==> src/rv_settings.svh <==
`ifndef RV_SETTINGS_SVH
`define RV_SETTINGS_SVH

// data and address width
`define RV_XLEN 32

// architectural registers, x0 included
`define RV_NUM_REGS 32

// first fetch address after reset
`define RV_RESET_PC 32'h0000_0000

`endif

==> src/rv_core_pkg.sv <==
`default_nettype none

`include "rv_settings.svh"

package rv_core_pkg;

  typedef logic [`RV_XLEN-1:0]   word_t;
  typedef logic [`RV_XLEN/8-1:0] byte_en_t;

  typedef enum logic [3:0] {
    alu_add,
    alu_sub,
    alu_sll,
    alu_slt,
    alu_sltu,
    alu_xor,
    alu_srl,
    alu_sra,
    alu_or,
    alu_and,
    // operand b straight through, for lui
    alu_pass_b
  } alu_op_e;

  // register write source
  typedef enum logic [1:0] {
    wb_alu,
    wb_load,
    wb_link
  } wb_sel_e;

  typedef enum logic [1:0] {
    size_byte,
    size_half,
    size_word
  } mem_size_e;

endpackage

`default_nettype wire

==> src/rv_isa_pkg.sv <==
`default_nettype none

package rv_isa_pkg;

  typedef logic [4:0] reg_idx_t;
  typedef logic [6:0] opcode_t;
  typedef logic [2:0] funct3_t;

  // major opcodes of the kept instructions
  localparam opcode_t op_lui    = 7'b0110111;
  localparam opcode_t op_auipc  = 7'b0010111;
  localparam opcode_t op_jal    = 7'b1101111;
  localparam opcode_t op_jalr   = 7'b1100111;
  localparam opcode_t op_branch = 7'b1100011;
  localparam opcode_t op_load   = 7'b0000011;
  localparam opcode_t op_store  = 7'b0100011;
  localparam opcode_t op_imm    = 7'b0010011;
  localparam opcode_t op_reg    = 7'b0110011;
  localparam opcode_t op_system = 7'b1110011;

  // branch conditions
  localparam funct3_t f3_beq  = 3'b000;
  localparam funct3_t f3_bne  = 3'b001;
  localparam funct3_t f3_blt  = 3'b100;
  localparam funct3_t f3_bge  = 3'b101;
  localparam funct3_t f3_bltu = 3'b110;
  localparam funct3_t f3_bgeu = 3'b111;

  // load and store widths, bit 2 marks the unsigned loads
  localparam funct3_t f3_mem_b  = 3'b000;
  localparam funct3_t f3_mem_h  = 3'b001;
  localparam funct3_t f3_mem_w  = 3'b010;
  localparam funct3_t f3_mem_bu = 3'b100;
  localparam funct3_t f3_mem_hu = 3'b101;

  // alu operations
  localparam funct3_t f3_add  = 3'b000;
  localparam funct3_t f3_sll  = 3'b001;
  localparam funct3_t f3_slt  = 3'b010;
  localparam funct3_t f3_sltu = 3'b011;
  localparam funct3_t f3_xor  = 3'b100;
  localparam funct3_t f3_sr   = 3'b101;
  localparam funct3_t f3_or   = 3'b110;
  localparam funct3_t f3_and  = 3'b111;

  // funct7 of sub and sra
  localparam logic [6:0] funct7_alt = 7'b0100000;

endpackage

`default_nettype wire

==> src/rv_core.sv <==
`timescale 1ns/10ps
`default_nettype none

module rv_core (
  input  logic                  clk,
  input  logic                  rst,
  input  rv_core_pkg::word_t    insn_from_imem,
  input  rv_core_pkg::word_t    load_data_from_dmem,
  output rv_core_pkg::word_t    pc_to_imem,
  output rv_core_pkg::word_t    addr_to_dmem,
  output rv_core_pkg::word_t    store_data_to_dmem,
  output rv_core_pkg::byte_en_t store_we_to_dmem,
  output logic                  halt
);

  rv_isa_pkg::reg_idx_t   rs1;
  rv_isa_pkg::reg_idx_t   rs2;
  rv_isa_pkg::reg_idx_t   rd;
  rv_isa_pkg::funct3_t    funct3;
  rv_core_pkg::word_t     imm;
  rv_core_pkg::alu_op_e   alu_op;
  logic                   alu_src_imm;
  logic                   alu_src_pc;
  rv_core_pkg::wb_sel_e   wb_sel;
  logic                   reg_we;
  logic                   is_branch;
  logic                   is_jal;
  logic                   is_jalr;
  logic                   is_load;
  logic                   is_store;
  rv_core_pkg::mem_size_e mem_size;
  logic                   load_unsigned;
  rv_core_pkg::word_t     rs1_data;
  rv_core_pkg::word_t     rs2_data;
  rv_core_pkg::word_t     pc_plus4;
  rv_core_pkg::word_t     alu_result;
  rv_core_pkg::word_t     rd_data;
  rv_core_pkg::word_t     load_value;

  rv_pc_unit i_pc_unit (
    .clk       (clk),
    .rst       (rst),
    .is_branch (is_branch),
    .is_jal    (is_jal),
    .is_jalr   (is_jalr),
    .funct3    (funct3),
    .rs1_data  (rs1_data),
    .rs2_data  (rs2_data),
    .imm       (imm),
    .pc        (pc_to_imem),
    .pc_plus4  (pc_plus4)
  );

  rv_decoder i_decoder (
    .insn          (insn_from_imem),
    .rs1           (rs1),
    .rs2           (rs2),
    .rd            (rd),
    .funct3        (funct3),
    .imm           (imm),
    .alu_op        (alu_op),
    .alu_src_imm   (alu_src_imm),
    .alu_src_pc    (alu_src_pc),
    .wb_sel        (wb_sel),
    .reg_we        (reg_we),
    .is_branch     (is_branch),
    .is_jal        (is_jal),
    .is_jalr       (is_jalr),
    .is_load       (is_load),
    .is_store      (is_store),
    .mem_size      (mem_size),
    .load_unsigned (load_unsigned),
    .halt          (halt)
  );

  rv_regfile i_regfile (
    .clk      (clk),
    .rst      (rst),
    .we       (reg_we),
    .rs1      (rs1),
    .rs2      (rs2),
    .rd       (rd),
    .rd_data  (rd_data),
    .rs1_data (rs1_data),
    .rs2_data (rs2_data)
  );

  rv_execute i_execute (
    .alu_op      (alu_op),
    .alu_src_imm (alu_src_imm),
    .alu_src_pc  (alu_src_pc),
    .wb_sel      (wb_sel),
    .pc          (pc_to_imem),
    .pc_plus4    (pc_plus4),
    .rs1_data    (rs1_data),
    .rs2_data    (rs2_data),
    .imm         (imm),
    .load_value  (load_value),
    .alu_result  (alu_result),
    .rd_data     (rd_data)
  );

  rv_lsu i_lsu (
    .is_load             (is_load),
    .is_store            (is_store),
    .load_unsigned       (load_unsigned),
    .mem_size            (mem_size),
    .alu_result          (alu_result),
    .rs2_data            (rs2_data),
    .load_data_from_dmem (load_data_from_dmem),
    .addr_to_dmem        (addr_to_dmem),
    .store_data_to_dmem  (store_data_to_dmem),
    .store_we_to_dmem    (store_we_to_dmem),
    .load_value          (load_value)
  );

endmodule

`default_nettype wire

==> src/rv_decoder.sv <==
`timescale 1ns/10ps
`default_nettype none

module rv_decoder (
  input  rv_core_pkg::word_t     insn,
  output rv_isa_pkg::reg_idx_t   rs1,
  output rv_isa_pkg::reg_idx_t   rs2,
  output rv_isa_pkg::reg_idx_t   rd,
  output rv_isa_pkg::funct3_t    funct3,
  output rv_core_pkg::word_t     imm,
  output rv_core_pkg::alu_op_e   alu_op,
  output logic                   alu_src_imm,
  output logic                   alu_src_pc,
  output rv_core_pkg::wb_sel_e   wb_sel,
  output logic                   reg_we,
  output logic                   is_branch,
  output logic                   is_jal,
  output logic                   is_jalr,
  output logic                   is_load,
  output logic                   is_store,
  output rv_core_pkg::mem_size_e mem_size,
  output logic                   load_unsigned,
  output logic                   halt
);

  rv_isa_pkg::opcode_t  opcode;
  logic [6:0]           funct7;
  logic                 funct7_ok;
  logic                 is_shift;
  rv_core_pkg::alu_op_e alu_fn;
  rv_core_pkg::word_t   imm_i;
  rv_core_pkg::word_t   imm_s;
  rv_core_pkg::word_t   imm_b;
  rv_core_pkg::word_t   imm_u;
  rv_core_pkg::word_t   imm_j;

  assign opcode = insn[6:0];
  assign rd     = insn[11:7];
  assign funct3 = insn[14:12];
  assign rs1    = insn[19:15];
  assign rs2    = insn[24:20];
  assign funct7 = insn[31:25];

  assign imm_i = {{20{insn[31]}}, insn[31:20]};
  assign imm_s = {{20{insn[31]}}, insn[31:25], insn[11:7]};
  assign imm_b = {{20{insn[31]}}, insn[7], insn[30:25], insn[11:8], 1'b0};
  assign imm_u = {insn[31:12], 12'b0};
  assign imm_j = {{12{insn[31]}}, insn[19:12], insn[20], insn[30:21], 1'b0};

  // only sub and the right shifts may use the alternate funct7
  assign is_shift  = funct3 == rv_isa_pkg::f3_sll || funct3 == rv_isa_pkg::f3_sr;
  assign funct7_ok = funct7 == 7'b0 ||
                     (funct7 == rv_isa_pkg::funct7_alt &&
                      (funct3 == rv_isa_pkg::f3_sr ||
                       (funct3 == rv_isa_pkg::f3_add && opcode == rv_isa_pkg::op_reg)));

  always_comb begin
    case (funct3)
      rv_isa_pkg::f3_add: begin
        alu_fn = (opcode == rv_isa_pkg::op_reg && insn[30]) ? rv_core_pkg::alu_sub
                                                             : rv_core_pkg::alu_add;
      end
      rv_isa_pkg::f3_sll:  alu_fn = rv_core_pkg::alu_sll;
      rv_isa_pkg::f3_slt:  alu_fn = rv_core_pkg::alu_slt;
      rv_isa_pkg::f3_sltu: alu_fn = rv_core_pkg::alu_sltu;
      rv_isa_pkg::f3_xor:  alu_fn = rv_core_pkg::alu_xor;
      rv_isa_pkg::f3_sr:   alu_fn = insn[30] ? rv_core_pkg::alu_sra : rv_core_pkg::alu_srl;
      rv_isa_pkg::f3_or:   alu_fn = rv_core_pkg::alu_or;
      default:             alu_fn = rv_core_pkg::alu_and;
    endcase
  end

  // anything not matched below retires with no side effect
  always_comb begin
    imm           = '0;
    alu_op        = rv_core_pkg::alu_add;
    alu_src_imm   = 1'b0;
    alu_src_pc    = 1'b0;
    wb_sel        = rv_core_pkg::wb_alu;
    reg_we        = 1'b0;
    is_branch     = 1'b0;
    is_jal        = 1'b0;
    is_jalr       = 1'b0;
    is_load       = 1'b0;
    is_store      = 1'b0;
    mem_size      = rv_core_pkg::size_word;
    load_unsigned = 1'b0;
    halt          = 1'b0;
    case (opcode)
      rv_isa_pkg::op_lui: begin
        imm         = imm_u;
        alu_op      = rv_core_pkg::alu_pass_b;
        alu_src_imm = 1'b1;
        reg_we      = 1'b1;
      end
      rv_isa_pkg::op_auipc: begin
        imm         = imm_u;
        alu_src_imm = 1'b1;
        alu_src_pc  = 1'b1;
        reg_we      = 1'b1;
      end
      rv_isa_pkg::op_jal: begin
        imm    = imm_j;
        is_jal = 1'b1;
        wb_sel = rv_core_pkg::wb_link;
        reg_we = 1'b1;
      end
      rv_isa_pkg::op_jalr: begin
        imm = imm_i;
        if (funct3 == 3'b000) begin
          is_jalr = 1'b1;
          wb_sel  = rv_core_pkg::wb_link;
          reg_we  = 1'b1;
        end
      end
      rv_isa_pkg::op_branch: begin
        imm = imm_b;
        // funct3 010 and 011 are not branches
        is_branch = funct3[2:1] != 2'b01;
      end
      rv_isa_pkg::op_load: begin
        imm           = imm_i;
        alu_src_imm   = 1'b1;
        wb_sel        = rv_core_pkg::wb_load;
        load_unsigned = funct3[2];
        case (funct3)
          rv_isa_pkg::f3_mem_b, rv_isa_pkg::f3_mem_bu: mem_size = rv_core_pkg::size_byte;
          rv_isa_pkg::f3_mem_h, rv_isa_pkg::f3_mem_hu: mem_size = rv_core_pkg::size_half;
          default:                                     mem_size = rv_core_pkg::size_word;
        endcase
        is_load = funct3 != 3'b011 && funct3[2:1] != 2'b11;
        reg_we  = is_load;
      end
      rv_isa_pkg::op_store: begin
        imm         = imm_s;
        alu_src_imm = 1'b1;
        case (funct3)
          rv_isa_pkg::f3_mem_b: mem_size = rv_core_pkg::size_byte;
          rv_isa_pkg::f3_mem_h: mem_size = rv_core_pkg::size_half;
          default:              mem_size = rv_core_pkg::size_word;
        endcase
        is_store = funct3[2] == 1'b0 && funct3 != 3'b011;
      end
      rv_isa_pkg::op_imm: begin
        imm         = imm_i;
        alu_op      = alu_fn;
        alu_src_imm = 1'b1;
        reg_we      = !is_shift || funct7_ok;
      end
      rv_isa_pkg::op_reg: begin
        alu_op = alu_fn;
        reg_we = funct7_ok;
      end
      rv_isa_pkg::op_system: begin
        // ecall only, every other system encoding is a no-op
        halt = insn[31:7] == 25'b0;
      end
      default: begin
      end
    endcase
  end

endmodule

`default_nettype wire

==> src/rv_execute.sv <==
`timescale 1ns/10ps
`default_nettype none

module rv_execute (
  input  rv_core_pkg::alu_op_e alu_op,
  input  logic                 alu_src_imm,
  input  logic                 alu_src_pc,
  input  rv_core_pkg::wb_sel_e wb_sel,
  input  rv_core_pkg::word_t   pc,
  input  rv_core_pkg::word_t   pc_plus4,
  input  rv_core_pkg::word_t   rs1_data,
  input  rv_core_pkg::word_t   rs2_data,
  input  rv_core_pkg::word_t   imm,
  input  rv_core_pkg::word_t   load_value,
  output rv_core_pkg::word_t   alu_result,
  output rv_core_pkg::word_t   rd_data
);

  rv_core_pkg::word_t op_a;
  rv_core_pkg::word_t op_b;
  logic [4:0]         shamt;

  // pc as operand a only for auipc
  assign op_a  = alu_src_pc ? pc : rs1_data;
  assign op_b  = alu_src_imm ? imm : rs2_data;
  assign shamt = op_b[4:0];

  always_comb begin
    case (alu_op)
      rv_core_pkg::alu_add:    alu_result = op_a + op_b;
      rv_core_pkg::alu_sub:    alu_result = op_a - op_b;
      rv_core_pkg::alu_sll:    alu_result = op_a << shamt;
      rv_core_pkg::alu_slt:    alu_result = rv_core_pkg::word_t'($signed(op_a) < $signed(op_b));
      rv_core_pkg::alu_sltu:   alu_result = rv_core_pkg::word_t'(op_a < op_b);
      rv_core_pkg::alu_xor:    alu_result = op_a ^ op_b;
      rv_core_pkg::alu_srl:    alu_result = op_a >> shamt;
      rv_core_pkg::alu_sra:    alu_result = rv_core_pkg::word_t'($signed(op_a) >>> shamt);
      rv_core_pkg::alu_or:     alu_result = op_a | op_b;
      rv_core_pkg::alu_and:    alu_result = op_a & op_b;
      rv_core_pkg::alu_pass_b: alu_result = op_b;
      default:                 alu_result = '0;
    endcase
  end

  // write-back source
  always_comb begin
    case (wb_sel)
      rv_core_pkg::wb_load: rd_data = load_value;
      rv_core_pkg::wb_link: rd_data = pc_plus4;
      default:              rd_data = alu_result;
    endcase
  end

endmodule

`default_nettype wire

==> src/rv_lsu.sv <==
`timescale 1ns/10ps
`default_nettype none

module rv_lsu (
  input  logic                   is_load,
  input  logic                   is_store,
  input  logic                   load_unsigned,
  input  rv_core_pkg::mem_size_e mem_size,
  input  rv_core_pkg::word_t     alu_result,
  input  rv_core_pkg::word_t     rs2_data,
  input  rv_core_pkg::word_t     load_data_from_dmem,
  output rv_core_pkg::word_t     addr_to_dmem,
  output rv_core_pkg::word_t     store_data_to_dmem,
  output rv_core_pkg::byte_en_t  store_we_to_dmem,
  output rv_core_pkg::word_t     load_value
);

  logic [1:0]  offset;
  logic [7:0]  load_byte;
  logic [15:0] load_half;

  assign offset       = alu_result[1:0];
  assign addr_to_dmem = {alu_result[31:2], 2'b00};

  // lanes carry copies of the byte or half, strobes pick the one written
  always_comb begin
    store_we_to_dmem = '0;
    case (mem_size)
      rv_core_pkg::size_byte: begin
        store_data_to_dmem = {4{rs2_data[7:0]}};
        store_we_to_dmem   = 4'b0001 << offset;
      end
      rv_core_pkg::size_half: begin
        store_data_to_dmem = {2{rs2_data[15:0]}};
        store_we_to_dmem   = offset[1] ? 4'b1100 : 4'b0011;
      end
      default: begin
        store_data_to_dmem = rs2_data;
        store_we_to_dmem   = 4'b1111;
      end
    endcase
    if (!is_store) begin
      store_we_to_dmem = '0;
    end
  end

  assign load_byte = load_data_from_dmem[8*offset +: 8];
  assign load_half = offset[1] ? load_data_from_dmem[31:16] : load_data_from_dmem[15:0];

  always_comb begin
    case (mem_size)
      rv_core_pkg::size_byte: begin
        load_value = {{24{load_byte[7] & !load_unsigned}}, load_byte};
      end
      rv_core_pkg::size_half: begin
        load_value = {{16{load_half[15] & !load_unsigned}}, load_half};
      end
      default: load_value = load_data_from_dmem;
    endcase
  end

  // the memory ignores the low address bits, so misaligned data would be silently wrong
  always_comb begin
    if (is_load || is_store) begin
      mem_aligned: assert final (mem_size == rv_core_pkg::size_byte ||
                                 (mem_size == rv_core_pkg::size_half && !offset[0]) ||
                                 offset == 2'b00)
        else $error("misaligned access at %h", alu_result);
    end
  end

endmodule

`default_nettype wire

==> src/rv_pc_unit.sv <==
`timescale 1ns/10ps
`default_nettype none

`include "rv_settings.svh"

module rv_pc_unit (
  input  logic                clk,
  input  logic                rst,
  input  logic                is_branch,
  input  logic                is_jal,
  input  logic                is_jalr,
  input  rv_isa_pkg::funct3_t funct3,
  input  rv_core_pkg::word_t  rs1_data,
  input  rv_core_pkg::word_t  rs2_data,
  input  rv_core_pkg::word_t  imm,
  output rv_core_pkg::word_t  pc,
  output rv_core_pkg::word_t  pc_plus4
);

  rv_core_pkg::word_t pc_next;
  rv_core_pkg::word_t target;
  rv_core_pkg::word_t jalr_sum;
  logic               taken;

  always_comb begin
    case (funct3)
      rv_isa_pkg::f3_beq:  taken = rs1_data == rs2_data;
      rv_isa_pkg::f3_bne:  taken = rs1_data != rs2_data;
      rv_isa_pkg::f3_blt:  taken = $signed(rs1_data) < $signed(rs2_data);
      rv_isa_pkg::f3_bge:  taken = $signed(rs1_data) >= $signed(rs2_data);
      rv_isa_pkg::f3_bltu: taken = rs1_data < rs2_data;
      rv_isa_pkg::f3_bgeu: taken = rs1_data >= rs2_data;
      default:             taken = 1'b0;
    endcase
  end

  assign pc_plus4 = pc + 32'd4;
  assign target   = pc + imm;
  assign jalr_sum = rs1_data + imm;

  always_comb begin
    if (is_jalr) begin
      pc_next = {jalr_sum[`RV_XLEN-1:1], 1'b0};
    end else if (is_jal || (is_branch && taken)) begin
      pc_next = target;
    end else begin
      pc_next = pc_plus4;
    end
  end

  always_ff @(posedge clk) begin
    if (rst) begin
      pc <= `RV_RESET_PC;
    end else begin
      pc <= pc_next;
    end
  end

  // a jalr or branch to a halfword target would break fetch
  pc_aligned: assert property (@(posedge clk) disable iff (rst) pc[1:0] == 2'b00)
    else $error("misaligned pc %h", pc);

endmodule

`default_nettype wire

==> src/rv_regfile.sv <==
`timescale 1ns/10ps
`default_nettype none

`include "rv_settings.svh"

module rv_regfile (
  input  logic                 clk,
  input  logic                 rst,
  input  logic                 we,
  input  rv_isa_pkg::reg_idx_t rs1,
  input  rv_isa_pkg::reg_idx_t rs2,
  input  rv_isa_pkg::reg_idx_t rd,
  input  rv_core_pkg::word_t   rd_data,
  output rv_core_pkg::word_t   rs1_data,
  output rv_core_pkg::word_t   rs2_data
);

  rv_core_pkg::word_t regs [`RV_NUM_REGS];

  // x0 is cleared here and never written afterwards
  always_ff @(posedge clk) begin
    if (rst) begin
      for (int i = 0; i < `RV_NUM_REGS; i++) begin
        regs[i] <= '0;
      end
    end else if (we && rd != '0) begin
      regs[rd] <= rd_data;
    end
  end

  assign rs1_data = regs[rs1];
  assign rs2_data = regs[rs2];

  x0_reads_zero: assert property (@(posedge clk) disable iff (rst)
    (rs1 != '0 || rs1_data == '0) && (rs2 != '0 || rs2_data == '0))
    else $error("x0 read returned a nonzero value");

endmodule

`default_nettype wire

==> config.mk <==
export PLATFORM = sky130hd
export DESIGN_NAME = rv_core
export DESIGN_NICKNAME = d
export VERILOG_FILES = /design/src/rv_core_pkg.sv /design/src/rv_isa_pkg.sv /design/src/rv_core.sv /design/src/rv_decoder.sv /design/src/rv_execute.sv /design/src/rv_lsu.sv /design/src/rv_pc_unit.sv /design/src/rv_regfile.sv
export VERILOG_INCLUDE_DIRS = /design/src
export SDC_FILE = /design/constraint.sdc
export NUM_CORES = 2
export LEC_CHECK = 0
export BUFFER_PORTS_ARGS = -buffer_cell sky130_fd_sc_hd__buf_2
export CAP_MARGIN = 0
export CORE_MARGIN = 2
export CORE_UTILIZATION = 35
export DETAILED_ROUTE_END_ITERATION = 10
export MAX_ROUTING_LAYER = met4
export PLACE_DENSITY = 0.59
export RECOVER_POWER = 50
export SLEW_MARGIN = 20
export SYNTH_ARGS = -nofsm -noshare
export SYNTH_HDL_FRONTEND = slang
export SYNTH_HIERARCHICAL = 1
export SYNTH_SLANG_ARGS = --single-unit
==> constraint.sdc <==
create_clock -name clk -period 12 [get_ports clk]
set_clock_uncertainty 0.1 [all_clocks]
set_input_delay 2.4 -clock clk [delete_from_list [all_inputs] [get_ports clk]]
set_output_delay 2.4 -clock clk [all_outputs]
set_load 0.01 [all_outputs]
* Word-level counts from Yosys, hierarchy flattened
Memory sizes are Yosys's and may differ from the RTL's. Index checks and enable logic that the tools add are counted.
Word-level totals: flip-flop bits (word level) 32, bits in writable memories 1024, bits of input ports 66, output and inout bits 101, logic and storage cells 131, memories kept 1
Memory list:
- i_regfile.regs | depth 32, width 32, read ports 2, clocked after Yosys merged registers in 0, write ports 32, RTL line rv_regfile.sv:18 | rv_core_pkg::word_t regs [`RV_NUM_REGS];
Cells by class: $add $sub $neg 5, order comparisons 6, eq/ne operators 36, shifts and indexed selects 5, muxes and demuxes 41, bitwise gates (word level) 6, reductions and logical operators 29
Operator list (count):
- one-hot mux 32 bit (11 select lines) | 1
- one-hot mux 32 bit (2 select lines) | 3
- two-way mux 32 bit | 5
- one-hot mux 32 bit (5 select lines) | 1
- < comparator 32 bit | 4
- adder 32 bit | 3
- greater-or-equal comparator 32 bit | 2
- adder 32 x 3 -> 32 bit (second input constant) | 1
- bitwise AND 32 bit | 1
- == test 32 bit | 1
- inequality test 32 bit | 1
- bitwise OR 32 bit | 1
- OR reduction 32 bit | 1
- indexed part select 32 x 6 -> 8 bit | 1
- << shifter 32 x 5 -> 32 bit | 1
- >> shifter 32 x 5 -> 32 bit | 1
- >>> shifter 32 x 5 -> 32 bit | 1
- subtractor 32 bit | 1
- XOR 32 bit | 1
- == test 7 x 6 -> 1 bit (second input constant) | 4
- == test 7 bit (second input constant) | 4
- one-hot mux 4 bit (7 select lines) | 1
- zero test 25 bit | 1
- two-way mux 1 bit | 17
- 37 further kinds | 70

* Longest topological paths before layout
depth in word-level cells 13, gate-level depth with buffers 33, depth with buffers taken out 23

* Hierarchy
Netlist, hierarchy kept.
Modules (own cells, without submodules):
- rv_regfile | instances 1, cells each 4605, area an instance 55888.6 um^2, sequential area each 30749.5 um^2
- rv_execute | instances 1, cells each 1631, area an instance 10956.8 um^2, sequential area each 0.0 um^2
- rv_pc_unit | instances 1, cells each 796, area an instance 5979.5 um^2, sequential area each 640.6 um^2
- rv_lsu | instances 1, cells each 214, area an instance 1450.1 um^2, sequential area each 0.0 um^2
- rv_decoder | instances 1, cells each 148, area an instance 963.4 um^2, sequential area each 0.0 um^2

* Worst setup path before layout
OpenSTA, ideal clock, no wires.
path kind input -> output, start input port insn_from_imem[21], end output port store_we_to_dmem[0], arrival time 7.616 ns, required time 9.500 ns, setup slack 1.884 ns, cell stages on the path 28, path buffers 9, path through buf_4 > buf_2 > buf_6 > buf_2 > buf_4 > mux2i_1 > nand2_1 > nand3_1 > nand3_1 > mux2i_4 > inv_4 > buf_6 > buf_6 > buf_6 > buf_2 > ha_1 > fa_1 > o21bai_1 > a21oi_1 > o21ai_0 > o211ai_1 > nand2_1 > a31oi_1 > or4_1 > a211o_1 > nor2b_1 > o21bai_1 > and2_1
Between the ends: cells in the longest elaborated chain, start to end 7, elaborated cells between the ends (all ways) 18, those cells by class add/sub (2); order compare (2); shift (4); mux (6); bitwise (3); memory (1)
Ends and longest elaborated chain:
- from (decl) | RTL line rv_core.sv:7 | input rv_core_pkg::word_t insn_from_imem,
- memory read (32 x 32 bit) (*)
- named net rs2_data[0] | RTL line rv_core.sv:34 | rv_core_pkg::word_t rs2_data;
- two-way mux 32 bit (*) | RTL line rv_execute.sv:25 | assign op_b = alu_src_imm ? imm : rs2_data;
- subtractor 32 bit (tied with other cells) | RTL line rv_execute.sv:31 | rv_core_pkg::alu_sub: alu_result = op_a - op_b;
- one-hot mux 32 bit (11 select lines) (*) | RTL line rv_execute.sv:29 | case (alu_op)
- named net alu_result[0] | RTL line rv_core.sv:36 | rv_core_pkg::word_t alu_result;
- << shifter 1 x 2 -> 4 bit (*) | RTL line rv_lsu.sv:31 | store_we_to_dmem = 4'b0001 << offset;
- one-hot mux 4 bit (2 select lines) (*) | RTL line rv_lsu.sv:28 | case (mem_size)
- two-way mux 4 bit (*) | RTL line rv_lsu.sv:42 | if (!is_store) begin
- to (decl) | RTL line rv_core.sv:12 | output rv_core_pkg::byte_en_t store_we_to_dmem,
The timed path passes the listed nets; every way through them passes the cells marked *.

* Worst setup path in the final report
start input port insn_from_imem[15], end output port addr_to_dmem[15]
Between the ends: cells in the longest elaborated chain, start to end 4, elaborated cells between the ends (all ways) 13, those cells by class add/sub (2); shift (3); mux (4); bitwise (3); memory (1)
Ends and longest elaborated chain:
- memory read (32 x 32 bit) (*)
- named net rs1_data[2] | RTL line rv_core.sv:33 | rv_core_pkg::word_t rs1_data;
- two-way mux 32 bit (*) | RTL line rv_execute.sv:24 | assign op_a = alu_src_pc ? pc : rs1_data;
- subtractor 32 bit (tied with other cells) | RTL line rv_execute.sv:31
- one-hot mux 32 bit (11 select lines) (*) | RTL line rv_execute.sv:29
- to (decl) | RTL line rv_core.sv:10 | output rv_core_pkg::word_t addr_to_dmem,
Marked as above.

==> impl_metrics.csv <==
group,metric,value,unit
finish,n_fill_cell,20900,
clock_tree,cts_setup_buffers,0,
critical_path,startpoint,"insn_from_imem[15]",
logic_synthesis,yosysWarnings,6,
finish,nets,7681,
floorplan,boundaryPins,167,
power,switching_share,0.381,
logic_synthesis,synth_area_per_cell,10.2,µm²
floorplan,dieHeight,468,µm
logic_synthesis,synth_cells,7393,
finish,drive_gt1_frac,0.117,
clock_tree,ctsHoldBuffers,0,
clock_tree,clock-sinks,1056,
finish,final_util,0.390,
detailed_routing,first_iter_violations,8482,
clock_tree,path_clk_slew,0.07,ns
power,vdd_drop_max,162,µV
critical_path,cp.arrival,9.49,ns
outcome,violations,"max-capacitance violations, max-slew violations",
critical_path,worstRegToRegCells,22,
clock_tree,cts-buffers-inserted,116,
power,powerDensity,140,nW/µm²
sta,hold_viol_final,0,
critical_path,crit_fanout,21,
sta,finalSetupViolCount,0,
sta,period_minus_slack,11.99,ns
global_route,antenna_found_initial,34,
global_route,grt_overflow,0,
clock_tree,cts_tree,"done",
placement,dp.cells,10100,
finish,area.growth.synth_to_final,11.1,%
logic_synthesis,synth_area,75200,µm²
job,drv_cap,44,
floorplan,rows,170,
floorplan,die-area,219000,µm²
sta,fin_ws,0.0146,ns
global_route,grt_use_total,0.318,
power,p_switching,4.47,mW
power,p_clk_frac,0.308,
sta,rsz0062_at_grt,"false",
finish,final_area,83600,µm²
placement,dp_hpwl,246000,µm
clock_tree,htreeDepth,3,
floorplan,core_area,214000,µm²
detailed_routing,drcViolationCount,0,
sta,max_slew_margin,-1.34,
detailed_routing,wl,349000,µm
critical_path,cp.required,9.50,ns
clock_tree,cts_resized,0,
clock_tree,cts.path.max_buffers,3,
sta,final_max_slew_viol_count,1423,
hold_path,hp-class,"reg -> reg",
sta,period_share,0.999,
placement,place_congestion,1.06,
detailed_routing,first_pass_iters,8,
power,power_frac_comb,0.329,
power,pwr-share-seq,0.363,
power,p_int,7.25,mW
finish,mostFrequentLayoutCell,"mux2i_1",
placement,placed_area,79900,µm²
power,p_leak,34.0,nW
global_route,grt_pass1_wl,480000,µm
global_route,grt_max_degree,67,
critical_path,cp-end-kind,"output port",
floorplan,initial_core_util,0.351,
clock_tree,clk_latency,0.80,ns
critical_path,cp-start-kind,"input pin",
detailed_routing,vias_per_cell,6.15,
detailed_routing,ant_nets,0,
clock_tree,cts_root_buf,"clkbuf_16",
critical_path,critPathKind,"in -> out",
sta,fmax,0.0834,GHz
finish,stdcell_count,10400,
finish,final_cell_mix,"1203 x mux2i_1, 1024 x edfxtp_1, 1011 x and2_1",
critical_path,ff2ff_setup_slack,4.16,ns
placement,place_ws,0.0940,ns
detailed_routing,vias,63800,
placement,portBuffers,164,
global_route,grt_pass1_vias,60300,
sta,worst_slew_pin_slew,3.51,ns
critical_path,reg2reg_to,"i_regfile/regs[14][15]$_SDFFCE_PN0P_",
floorplan,dieWidth,468,µm
sta,timing.hold.ws,0.626,ns
detailed_routing,wl_per_cell,33.7,µm
outcome,status,"finished with violations",
critical_path,reg2reg_from,"i_regfile/regs[7][0]$_SDFFCE_PN0P_",
hold_path,whs_path_depth,2,
[sequential cells by signal, summed over array words and instances (netlist names), named ones only]
signal	count
i_regfile/regs	1024
i_pc_unit/pc	31
[layer usage]
layer	vias up	global-route usage	part of all wire
li1	27300	-	-
met1	32000	0.400	0.40
met2	3708	0.478	0.44
met3	797	0.0678	0.097
met4	0	0.171	0.064
met5	-	-	0
[stage by stage]
stage | TNS [ns] | power (mW)
6_report | 0 | 11.7
3_3_place_gp | -0.0134 | 8.03
5_1_grt | 0 | 12.0
4_1_cts | 0 | 11.6
2_1_floorplan | 0 | 6.34
3_5_place_dp | 0 | 8.04
[power groups by stage]
stage	clock (mW)	combinational, mW	sequential (mW)
2_1_floorplan	0	2.05	4.29
3_3_place_gp	0	3.72	4.31
3_5_place_dp	0	3.72	4.31
4_1_cts	3.64	3.73	4.24
5_1_grt	3.78	3.97	4.26
6_report	3.61	3.86	4.25
[final cells by class]
| class | instances | area [µm²] | share of cell area |
|---|---|---|---|
| repair buffers | 549 | 3890 | 0.0466 |
| clock buffers | 133 | 2990 | 0.0357 |
| inverters | 156 | 588 | 0.00704 |
| multi-input cells | 5533 | 40300 | 0.482 |
| diodes | 22 | 55.1 | 0.000659 |
| flip-flops and latches | 1056 | 31400 | 0.376 |
| well taps | 2838 | 3550 | 0.0425 |
| clock inverters | 83 | 815 | 0.00975 |
[worst max-delay path, cell delays in order]
cell       delay (ns)
buf_2            0.40
nor2b_4          0.73
buf_12           0.27
buf_4            0.31
nand2_1          0.09
nand3_1          0.12
nand3_1          0.60
mux2i_1          0.95
inv_1            0.20
ha_1             0.33
a211oi_1         0.41
o21ai_1          0.31
o211ai_1         0.47
nand2_1          0.17
a21o_1           0.26
a22oi_1          0.16
nor2_1           0.07
a2111oi_2        0.70
buf_4            0.25
nand2_1          0.07
buf_2            0.15
[how the worst max path moves through the flow]
stage	end	slack [ns]	cells past startpoint
after floorplan	store_we_to_dmem[0]	1.88	28
after global placement	addr_to_dmem[15]	-0.01	21
after detailed placement	addr_to_dmem[15]	0.09	21
after CTS	addr_to_dmem[15]	0.08	21
after global routing	addr_to_dmem[28]	0.04	21
final	addr_to_dmem[15]	0.01	21
Power figures use the tool's default switching activity.
